--- src/logic/exc_config.svh ---
`ifndef EXC_CONFIG_SVH
`define EXC_CONFIG_SVH

// Handler base while Status.BEV is set
`define EXC_BOOT_VECTOR 32'hbfc0_0200

// Offsets from the handler base
`define EXC_OFF_REFILL  32'h0000_0000
`define EXC_OFF_GENERAL 32'h0000_0180
`define EXC_OFF_INT     32'h0000_0200

`define EXC_ASID_W 8

// EBase[31:12] after reset, kseg0
`define EXC_EBASE_RESET 20'h8_0000

`endif

--- src/logic/exc_pkg.sv ---
`default_nettype none
`include "exc_config.svh"

package exc_pkg;

    typedef enum logic [2:0] {
        ic_plain,
        ic_load,
        ic_store,
        ic_syscall,
        ic_eret,
        ic_priv_op,   // CP0 access or cache op
        ic_reserved
    } inst_class_e;

    // Cause.ExcCode encodings
    typedef enum logic [4:0] {
        exc_int  = 5'h00,
        exc_mod  = 5'h01,
        exc_tlbl = 5'h02,
        exc_tlbs = 5'h03,
        exc_adel = 5'h04,
        exc_ades = 5'h05,
        exc_sys  = 5'h08,
        exc_ri   = 5'h0a,
        exc_cpu  = 5'h0b,
        exc_ov   = 5'h0c
    } exc_code_e;

    typedef enum logic [2:0] {
        sel_status,
        sel_cause,
        sel_epc,
        sel_badvaddr,
        sel_entryhi,
        sel_ebase
    } cp0_sel_e;

    typedef struct packed {
        logic [31:0]            pc;
        logic                   in_delayslot;
        inst_class_e            inst_class;
        logic [31:0]            mem_vaddr;
        logic                   if_illegal;
        logic                   if_miss;
        logic                   if_invalid;
        logic                   dm_illegal;
        logic                   dm_miss;
        logic                   dm_invalid;
        logic                   dm_dirty;
        logic                   overflow;
        logic [`EXC_ASID_W-1:0] if_asid;
        logic [`EXC_ASID_W-1:0] mm_asid;
    } commit_rec_t;

    typedef struct packed {
        logic                   int_pending;
        logic                   if_illegal;
        logic                   if_miss;
        logic                   if_invalid;
        logic                   syscall;
        logic                   reserved;
        logic                   cpu_unusable;
        logic                   overflow;
        logic                   eret;
        logic                   data_we;
        logic                   dm_illegal;
        logic                   dm_miss;
        logic                   dm_invalid;
        logic                   dm_dirty;
        logic [31:0]            pc;
        logic                   in_delayslot;
        logic [31:0]            mem_vaddr;
        logic [`EXC_ASID_W-1:0] if_asid;
        logic [`EXC_ASID_W-1:0] mm_asid;
    } fault_vec_t;

    typedef struct packed {
        logic        exl;
        logic        ie;
        logic        bev;
        logic        iv;
        logic        um;
        logic [7:0]  im;
        logic [1:0]  sw_ip;
        logic [31:0] epc;
        logic [19:0] ebase;
    } cp0_view_t;

    typedef struct packed {
        logic                   take;
        logic                   is_eret;
        exc_code_e              code;
        logic [31:0]            epc;
        logic                   bd;
        logic                   badv_we;
        logic [31:0]            bad_vaddr;
        logic                   asid_we;
        logic [`EXC_ASID_W-1:0] asid;
        logic [31:0]            new_pc;
    } trap_t;

    typedef struct packed {
        logic        valid;
        cp0_sel_e    sel;
        logic [31:0] data;
    } cp0_wr_t;

endpackage

`default_nettype wire

--- src/logic/exc_decode.sv ---
`timescale 1ns/1ps
`default_nettype none

module exc_decode (
    input  logic                    clk,
    input  logic                    reset,
    input  exc_pkg::commit_rec_t    commit,
    input  logic                    commit_valid,
    output logic                    commit_ready,
    input  logic [5:0]              hardware_int,
    input  exc_pkg::cp0_view_t      cp0,
    input  logic                    stage_advance,
    output exc_pkg::fault_vec_t     faults,
    output logic                    stage_valid
);

    exc_pkg::commit_rec_t rec_q;
    logic                 valid_q;
    logic                 accept;
    logic [7:0]           int_lines;
    logic                 int_enabled;
    logic                 user_mode;

    assign commit_ready = !valid_q || stage_advance;   // Empty or leaving
    assign accept       = commit_valid && commit_ready;

    always_ff @(posedge clk) begin
        if (reset) begin
            valid_q <= 1'b0;
        end else if (accept) begin
            valid_q <= 1'b1;
        end else if (stage_advance) begin
            valid_q <= 1'b0;
        end
    end

    always_ff @(posedge clk) begin
        if (accept) begin
            rec_q <= commit;
        end
    end

    // Interrupt lines checked against live CP0 state
    assign int_lines   = {hardware_int, cp0.sw_ip} & cp0.im;
    assign int_enabled = cp0.ie && !cp0.exl;
    assign user_mode   = cp0.um && !cp0.exl;

    always_comb begin
        faults.int_pending  = int_enabled && (int_lines != 8'h00);
        faults.if_illegal   = rec_q.if_illegal;
        faults.if_miss      = rec_q.if_miss;
        faults.if_invalid   = rec_q.if_invalid;
        faults.syscall      = rec_q.inst_class == exc_pkg::ic_syscall;
        faults.reserved     = rec_q.inst_class == exc_pkg::ic_reserved;
        faults.cpu_unusable = user_mode && (rec_q.inst_class == exc_pkg::ic_priv_op);
        faults.overflow     = rec_q.overflow;
        faults.eret         = rec_q.inst_class == exc_pkg::ic_eret;
        faults.data_we      = rec_q.inst_class == exc_pkg::ic_store;
        faults.dm_illegal   = rec_q.dm_illegal;
        faults.dm_miss      = rec_q.dm_miss;
        faults.dm_invalid   = rec_q.dm_invalid;
        faults.dm_dirty     = rec_q.dm_dirty;
        faults.pc           = rec_q.pc;
        faults.in_delayslot = rec_q.in_delayslot;
        faults.mem_vaddr    = rec_q.mem_vaddr;
        faults.if_asid      = rec_q.if_asid;
        faults.mm_asid      = rec_q.mm_asid;
    end

    assign stage_valid = valid_q;

    // Upstream must hold a stalled record
    assert property (@(posedge clk) disable iff (reset)
        (commit_valid && !commit_ready) |=> (commit_valid && $stable(commit)))
        else $error("exc_decode: commit changed while stalled");

endmodule

`default_nettype wire

--- src/logic/exc_arbiter.sv ---
`timescale 1ns/1ps
`default_nettype none
`include "exc_config.svh"

module exc_arbiter (
    input  exc_pkg::fault_vec_t faults,
    input  logic                stage_valid,
    input  exc_pkg::cp0_view_t  cp0,
    output exc_pkg::trap_t      trap
);

    logic [31:0] base;
    logic [31:0] epc_calc;
    logic        hit;

    assign base     = cp0.bev ? `EXC_BOOT_VECTOR : {cp0.ebase, 12'h000};
    assign epc_calc = faults.in_delayslot ? faults.pc - 32'd4 : faults.pc;

    always_comb begin
        hit            = 1'b1;
        trap.is_eret   = 1'b0;
        trap.code      = exc_pkg::exc_int;
        trap.epc       = epc_calc;
        trap.bd        = faults.in_delayslot;
        trap.badv_we   = 1'b0;
        trap.bad_vaddr = 32'h0;
        trap.asid_we   = 1'b0;
        trap.asid      = '0;
        trap.new_pc    = base + `EXC_OFF_GENERAL;

        if (faults.int_pending) begin
            if (cp0.iv) begin
                trap.new_pc = base + `EXC_OFF_INT;
            end
        end else if (faults.if_illegal) begin
            trap.code      = exc_pkg::exc_adel;
            trap.badv_we   = 1'b1;
            trap.bad_vaddr = faults.pc;
        end else if (faults.if_miss || faults.if_invalid) begin
            // Refill vector only for a miss outside EXL
            if (faults.if_miss && !cp0.exl) begin
                trap.new_pc = base + `EXC_OFF_REFILL;
            end
            trap.code      = exc_pkg::exc_tlbl;
            trap.badv_we   = 1'b1;
            trap.bad_vaddr = faults.pc;
            trap.asid_we   = 1'b1;
            trap.asid      = faults.if_asid;
        end else if (faults.syscall) begin
            trap.code = exc_pkg::exc_sys;
        end else if (faults.reserved) begin
            trap.code = exc_pkg::exc_ri;
        end else if (faults.cpu_unusable) begin
            trap.code = exc_pkg::exc_cpu;
        end else if (faults.overflow) begin
            trap.code = exc_pkg::exc_ov;
        end else if (faults.eret) begin
            trap.is_eret = 1'b1;    // Return without a cause update
            trap.new_pc  = cp0.epc;
        end else if (faults.dm_illegal) begin
            trap.code      = faults.data_we ? exc_pkg::exc_ades : exc_pkg::exc_adel;
            trap.badv_we   = 1'b1;
            trap.bad_vaddr = faults.mem_vaddr;
        end else if (faults.dm_miss || faults.dm_invalid || faults.dm_dirty) begin
            if (faults.dm_miss && !cp0.exl) begin
                trap.new_pc = base + `EXC_OFF_REFILL;
            end
            if (faults.dm_miss || faults.dm_invalid) begin
                trap.code = faults.data_we ? exc_pkg::exc_tlbs : exc_pkg::exc_tlbl;
            end else begin
                trap.code = exc_pkg::exc_mod;
            end
            trap.badv_we   = 1'b1;
            trap.bad_vaddr = faults.mem_vaddr;
            trap.asid_we   = 1'b1;
            trap.asid      = faults.mm_asid;
        end else begin
            hit = 1'b0;
        end

        trap.take = hit && stage_valid;
        if (!stage_valid) begin     // Empty stage writes nothing
            trap.is_eret = 1'b0;
            trap.badv_we = 1'b0;
            trap.asid_we = 1'b0;
        end
    end

endmodule

`default_nettype wire

--- src/logic/exc_cp0_regs.sv ---
`timescale 1ns/1ps
`default_nettype none
`include "exc_config.svh"

module exc_cp0_regs (
    input  logic               clk,
    input  logic               reset,
    input  exc_pkg::trap_t     trap,
    input  logic               redirect_ready,
    output logic               redirect_valid,
    output logic [31:0]        redirect_pc,
    output logic               stage_advance,
    input  exc_pkg::cp0_wr_t   cp0_wr,
    input  exc_pkg::cp0_sel_e  cp0_rd_sel,
    output logic [31:0]        cp0_rd_data,
    output exc_pkg::cp0_view_t cp0
);

    logic                   status_exl;
    logic                   status_ie;
    logic                   status_bev;
    logic                   status_um;
    logic [7:0]             status_im;
    logic                   cause_bd;
    logic                   cause_iv;
    logic [1:0]             cause_sw_ip;
    exc_pkg::exc_code_e     cause_code;
    logic [31:0]            epc_q;
    logic [31:0]            badvaddr_q;
    logic [`EXC_ASID_W-1:0] asid_q;
    logic [19:0]            ebase_q;
    logic                   exc_wb;
    logic                   sw_we;

    assign stage_advance = !redirect_valid || redirect_ready;
    assign exc_wb        = trap.take && stage_advance;
    assign sw_we         = cp0_wr.valid && !exc_wb;    // Exception wins

    always_ff @(posedge clk) begin
        if (reset) begin
            status_exl     <= 1'b1;
            status_ie      <= 1'b0;
            status_bev     <= 1'b1;
            status_um      <= 1'b0;
            status_im      <= 8'h00;
            cause_bd       <= 1'b0;
            cause_iv       <= 1'b0;
            cause_sw_ip    <= 2'b00;
            cause_code     <= exc_pkg::exc_int;
            ebase_q        <= `EXC_EBASE_RESET;
            redirect_valid <= 1'b0;
        end else begin
            if (sw_we) begin
                case (cp0_wr.sel)
                    exc_pkg::sel_status: begin
                        status_bev <= cp0_wr.data[22];
                        status_im  <= cp0_wr.data[15:8];
                        status_um  <= cp0_wr.data[4];
                        status_exl <= cp0_wr.data[1];
                        status_ie  <= cp0_wr.data[0];
                    end
                    exc_pkg::sel_cause: begin
                        cause_iv    <= cp0_wr.data[23];
                        cause_sw_ip <= cp0_wr.data[9:8];
                    end
                    exc_pkg::sel_ebase: ebase_q <= cp0_wr.data[31:12];
                    default: ;
                endcase
            end
            if (exc_wb) begin
                if (trap.is_eret) begin
                    status_exl <= 1'b0;
                end else begin
                    status_exl <= 1'b1;
                    cause_code <= trap.code;
                    if (!status_exl) begin
                        cause_bd <= trap.bd;    // BD tracks EPC
                    end
                end
            end
            if (exc_wb) begin
                redirect_valid <= 1'b1;
            end else if (redirect_ready) begin
                redirect_valid <= 1'b0;
            end
        end
    end

    always_ff @(posedge clk) begin
        if (exc_wb && !trap.is_eret && !status_exl) begin
            epc_q <= trap.epc;
        end else if (sw_we && cp0_wr.sel == exc_pkg::sel_epc) begin
            epc_q <= cp0_wr.data;
        end
        if (exc_wb && trap.badv_we) begin
            badvaddr_q <= trap.bad_vaddr;
        end
        if (exc_wb && trap.asid_we) begin
            asid_q <= trap.asid;
        end else if (sw_we && cp0_wr.sel == exc_pkg::sel_entryhi) begin
            asid_q <= cp0_wr.data[`EXC_ASID_W-1:0];
        end
        if (exc_wb) begin
            redirect_pc <= trap.new_pc;
        end
    end

    always_comb begin
        case (cp0_rd_sel)
            exc_pkg::sel_status:
                cp0_rd_data = {9'b0, status_bev, 6'b0, status_im, 3'b0, status_um,
                               2'b0, status_exl, status_ie};
            exc_pkg::sel_cause:
                cp0_rd_data = {cause_bd, 7'b0, cause_iv, 13'b0, cause_sw_ip, 1'b0,
                               cause_code, 2'b0};
            exc_pkg::sel_epc:      cp0_rd_data = epc_q;
            exc_pkg::sel_badvaddr: cp0_rd_data = badvaddr_q;
            exc_pkg::sel_entryhi:  cp0_rd_data = {{(32-`EXC_ASID_W){1'b0}}, asid_q};
            exc_pkg::sel_ebase:    cp0_rd_data = {ebase_q, 12'h000};
            default:               cp0_rd_data = 32'h0;
        endcase
    end

    always_comb begin
        cp0.exl   = status_exl;
        cp0.ie    = status_ie;
        cp0.bev   = status_bev;
        cp0.iv    = cause_iv;
        cp0.um    = status_um;
        cp0.im    = status_im;
        cp0.sw_ip = cause_sw_ip;
        cp0.epc   = epc_q;
        cp0.ebase = ebase_q;
    end

    // Pending redirect held until fetch takes it
    assert property (@(posedge clk) disable iff (reset)
        (redirect_valid && !redirect_ready) |=> (redirect_valid && $stable(redirect_pc)))
        else $error("exc_cp0_regs: redirect dropped or changed without redirect_ready");

endmodule

`default_nettype wire

--- src/logic/exc_unit_top.sv ---
`timescale 1ns/1ps
`default_nettype none

module exc_unit_top (
    input  logic                 clk,
    input  logic                 reset,
    input  exc_pkg::commit_rec_t commit,
    input  logic                 commit_valid,
    output logic                 commit_ready,
    input  logic [5:0]           hardware_int,
    output logic                 redirect_valid,
    input  logic                 redirect_ready,
    output logic [31:0]          redirect_pc,
    input  exc_pkg::cp0_wr_t     cp0_wr,
    input  exc_pkg::cp0_sel_e    cp0_rd_sel,
    output logic [31:0]          cp0_rd_data
);

    exc_pkg::fault_vec_t faults;
    exc_pkg::trap_t      trap;
    exc_pkg::cp0_view_t  cp0;
    logic                stage_valid;
    logic                stage_advance;

    exc_decode u_decode (
        .clk           (clk),
        .reset         (reset),
        .commit        (commit),
        .commit_valid  (commit_valid),
        .commit_ready  (commit_ready),
        .hardware_int  (hardware_int),
        .cp0           (cp0),
        .stage_advance (stage_advance),
        .faults        (faults),
        .stage_valid   (stage_valid)
    );

    exc_arbiter u_arbiter (
        .faults      (faults),
        .stage_valid (stage_valid),
        .cp0         (cp0),
        .trap        (trap)
    );

    exc_cp0_regs u_cp0 (
        .clk            (clk),
        .reset          (reset),
        .trap           (trap),
        .redirect_ready (redirect_ready),
        .redirect_valid (redirect_valid),
        .redirect_pc    (redirect_pc),
        .stage_advance  (stage_advance),
        .cp0_wr         (cp0_wr),
        .cp0_rd_sel     (cp0_rd_sel),
        .cp0_rd_data    (cp0_rd_data),
        .cp0            (cp0)
    );

endmodule

`default_nettype wire

--- config.mk ---
export PLATFORM = sky130hd
export DESIGN_NAME = exc_unit_top
export DESIGN_NICKNAME = d
export VERILOG_FILES = /design/src/logic/exc_pkg.sv /design/src/logic/exc_decode.sv /design/src/logic/exc_arbiter.sv /design/src/logic/exc_cp0_regs.sv /design/src/logic/exc_unit_top.sv
export VERILOG_INCLUDE_DIRS = /design/src /design/src/logic
export SDC_FILE = /design/constraint.sdc
export NUM_CORES = 1
export LEC_CHECK = 0
export ABC_CLOCK_PERIOD_IN_PS = 5200
export BUFFER_PORTS_ARGS = -buffer_cell sky130_fd_sc_hd__buf_4
export CORE_AREA = 2 2 134 150
export CTS_BUF_LIST = sky130_fd_sc_hd__clkbuf_4
export CTS_CLUSTER_DIAMETER = 150
export CTS_CLUSTER_SIZE = 16
export DETAILED_ROUTE_END_ITERATION = 6
export DIE_AREA = 0 0 136 152
export PLACE_DENSITY = 0.82
export SYNTH_ARGS = -nofsm -noshare
export SYNTH_HDL_FRONTEND = slang
export SYNTH_SLANG_ARGS = --single-unit
--- constraint.sdc ---
create_clock -name clk -period 5.2 [get_ports clk]
set_input_delay 0.52 -clock clk [delete_from_list [all_inputs] [get_ports clk]]
set_output_delay 0.52 -clock clk [all_outputs]
set_load 0.02 [all_outputs]
==> results_dict.tcl <==
set metrics [dict create \
    yosysUniqueCellTypes 56 \
    drive_gt1_share_pct 28.6 \
    fin_crit_ns 3.28 \
    mostFrequentLayoutCell "buf_4" \
    cts_tree "done" \
    drc_errors 0 \
    syn_avg_cell_area_um2 11.8 \
    ys_warn_count 0 \
    cts_buffers 18 \
    grt_max_degree 64 \
    p_leak_nw 4.73 \
    rr_worst_depth 5 \
    final_cell_mix "buf_4, edfxtp_1, nand2_1" \
    p_clk_share_pct 23.7 \
    ys_seq_area_share_pct 61.4 \
    setup_violations 0 \
    io_buffers 206 \
    whs_endpoint "u_decode.faults[84]" \
    post-dp-hpwl_um 20200 \
    p_sw_w 0.000829 \
    antenna_found_initial 1 \
    areaGrowthSynthToFinish_pct 18.8 \
    initial_core_util_pct 56.7 \
    whs_path_depth 1 \
    core_region_area_um2 19300 \
    route.vias.total 8032 \
    die_width_um 136 \
    hold_viol 0 \
    die_area_um2 20700 \
    vdd_drop_max_uv 244 \
    r2r_start "u_decode.rec_q[56]" \
    min-delay-start "commit[20]" \
    finalNetCount 1262 \
    cts_sinks 238 \
    worst-r2r-setup-slack_ns 1.92 \
    netlist_area_um2 10900 \
    die-height_um 152 \
    p_comb_share_pct 11.8 \
    p_int_w 0.00261 \
    critPathKind "flop to flop" \
    critPathLaunchType "flop" \
    path_max_fanout 9 \
    grt_use_total_pct 25.9 \
    arrival_ns 3.56 \
    clockBufferDepth 3 \
    drtIter0Drc 974 \
    cts-root-buf "clkbuf_4" \
    cts_resized 0 \
    r2r-end "u_cp0.asid_q[3]" \
    slew_viol_final 0 \
    rsz0062_at_grt "no" \
    slew_headroom_pct 18.5 \
    max_freq_mhz 305 \
    synth_edf_count 196 \
    max-cap-violations 0 \
    grt_overflow_total 0 \
    fin_util_pct 67.3 \
    status "complete, no violations" \
    ios 207 \
    htree_levels 1 \
    finalWirelength_um 27400 \
    grt_pass1_vias 7468 \
    via_per_inst 5.80 \
    dr.pass1.iters 6 \
    worstMarginPinSlew_ns 1.21 \
    ys_seq_elements 238 \
    grt_pass1_wl_um 41200 \
    skew_ns 0.0232 \
    rows 54 \
    synthCells 931 \
    hold_class "input pin to flop" \
    fin_hold_ws_ns 0.0488 \
    wl_per_cell_um 19.8 \
    path_clk_slew_ns 0.17 \
    place.gp.congestion 0.895 \
    period_share_pct 63.0 \
    pwr-share-seq_pct 64.5 \
    netSwitchingFraction_pct 24.1 \
    critPathCaptureType "flop" \
    synth_ff_type "edfxtp_1" \
    synthArstFlopShare_pct 0 \
    power.density_nw_per_um2 265 \
    finalSetupTns_ns 0 \
    synth_nets 1074 \
    clock_latency_ns 0.63 \
    critical_path_required_ns 5.48 \
    ant_nets 0 \
]
[Yosys cell counts (7+ instances only)]
cell type    n  area (µm²)
edfxtp_1   196        5890
nand2_1    169         634
o21ai_0     65         325
a21oi_1     50         250
mux2_2      50         563
mux2i_1     48         480
nand3_1     45         225
clkbuf_1    42         158
dfxtp_1     42         841
nor2_1      34         128
xnor2_1     22         193
a22oi_1     20         150
and2_1      19         119
nor3_1      12        60.1
nand2b_1    10        62.6
inv_1        9        33.8
xor2_1       7        61.3
[area by class of cell]
| type | instances | area (µm²) |
|---|---|---|
| antenna | 1 | 2.50 |
| timing repair buffer | 223 | 1680 |
| fill | 1467 | 6320 |
| clock inverter | 1 | 3.75 |
| clock buffer | 31 | 233 |
| multi-input combinational | 628 | 4000 |
| sequential | 238 | 6730 |
| inverter | 10 | 37.5 |
| tap | 252 | 315 |
[through the flow]
stage | cells | setup slack [ns] | area, µm² | power [W]
floorplan | 931 | 0.989 | 10900 | 0.00246
finish | 1384 | 1.92 | 13000 | 0.00344
detailed placement | 1347 | 1.87 | 12700 | 0.00266
global placement | 1347 | 1.87 | 12700 | 0.00265
global route | 1384 | 1.74 | 13000 | 0.00357
CTS | 1379 | 1.93 | 13000 | 0.00346
[timing repair]
action                                  4_1_cts  5_1_grt
hold endpoints to repair                      0        4
hold buffers                                  0        4
buffers inserted                              0        0
endpoints found under the setup margin        0        0
[critical path, stage by stage (launching register included)]
cell,delay [ns]
edfxtp_1,0.52
and2_0,0.32
a221oi_2,0.51
o311ai_4,0.29
a2111oi_4,0.78
o21bai_1,0.50
[registers in the layout, indices dropped and copies added, names as in the netlist]
signal / count
u_decode.faults: 89
u_cp0.badvaddr_q: 32
u_cp0.epc_q: 32
u_cp0.redirect_pc: 32
u_cp0.ebase_q: 20
u_cp0.asid_q: 8
u_cp0.status_im: 8
u_cp0.cause_code: 4
u_decode.rec_q: 3
u_cp0.cause_sw_ip: 2
u_cp0.cause_bd: 1
u_cp0.cause_iv: 1
u_cp0.redirect_valid: 1
u_cp0.status_bev: 1
u_cp0.status_exl: 1
u_cp0.status_ie: 1
u_cp0.status_um: 1
u_decode.stage_valid: 1
[per-layer routing]
metal / track usage [%] / share of wire [%]
met5: 0 / 0
met4: 6.80 / 2.4
met3: 4.20 / 9.8
met2: 39.4 / 46
met1: 39.1 / 42
[worst max-delay path by stage]
stage	from	end	slack [ns]	depth (start not counted)
2_1_floorplan	hardware_int[2]	u_cp0.badvaddr_q[0]	0.99	5
6_report	u_decode.rec_q[56]	u_cp0.asid_q[3]	1.92	5
5_1_grt	u_decode.rec_q[56]	u_cp0.asid_q[1]	1.74	5
3_3_place_gp	hardware_int[0]	u_cp0.ebase_q[6]	1.87	8
4_1_cts	u_decode.rec_q[56]	u_cp0.asid_q[1]	1.93	5
3_5_place_dp	hardware_int[0]	u_cp0.ebase_q[10]	1.87	8
[kinds of logic (layout without fill, tap and decap cells)]
family	Yosys count	in the layout	share of synthesized area (%)
AO/OA/AOI/OAI	161	161	9.07
multiplexers	101	101	10.1
adder cells (fa/ha/maj)	2	2	0.229
XOR/XNOR	29	29	2.32
flip-flops	238	238	61.4
buffers and inverters	65	265	2.47
other	0	1	0
AND/OR/NAND/NOR	335	335	14.3
[power groups by stage]
| stage | Sequential [W] | Combinational, W | Clock [W] |
|---|---|---|---|
| after CTS | 0.00222 | 0.000402 | 0.000835 |
| after floorplan | 0.00225 | 0.000207 | 0 |
| after global routing | 0.00223 | 0.000436 | 0.000904 |
| after detailed placement | 0.00226 | 0.000400 | 0 |
| final | 0.00222 | 0.000406 | 0.000816 |
| after global placement | 0.00226 | 0.000394 | 0 |
Note: power is estimated with default switching activity, not from simulation.
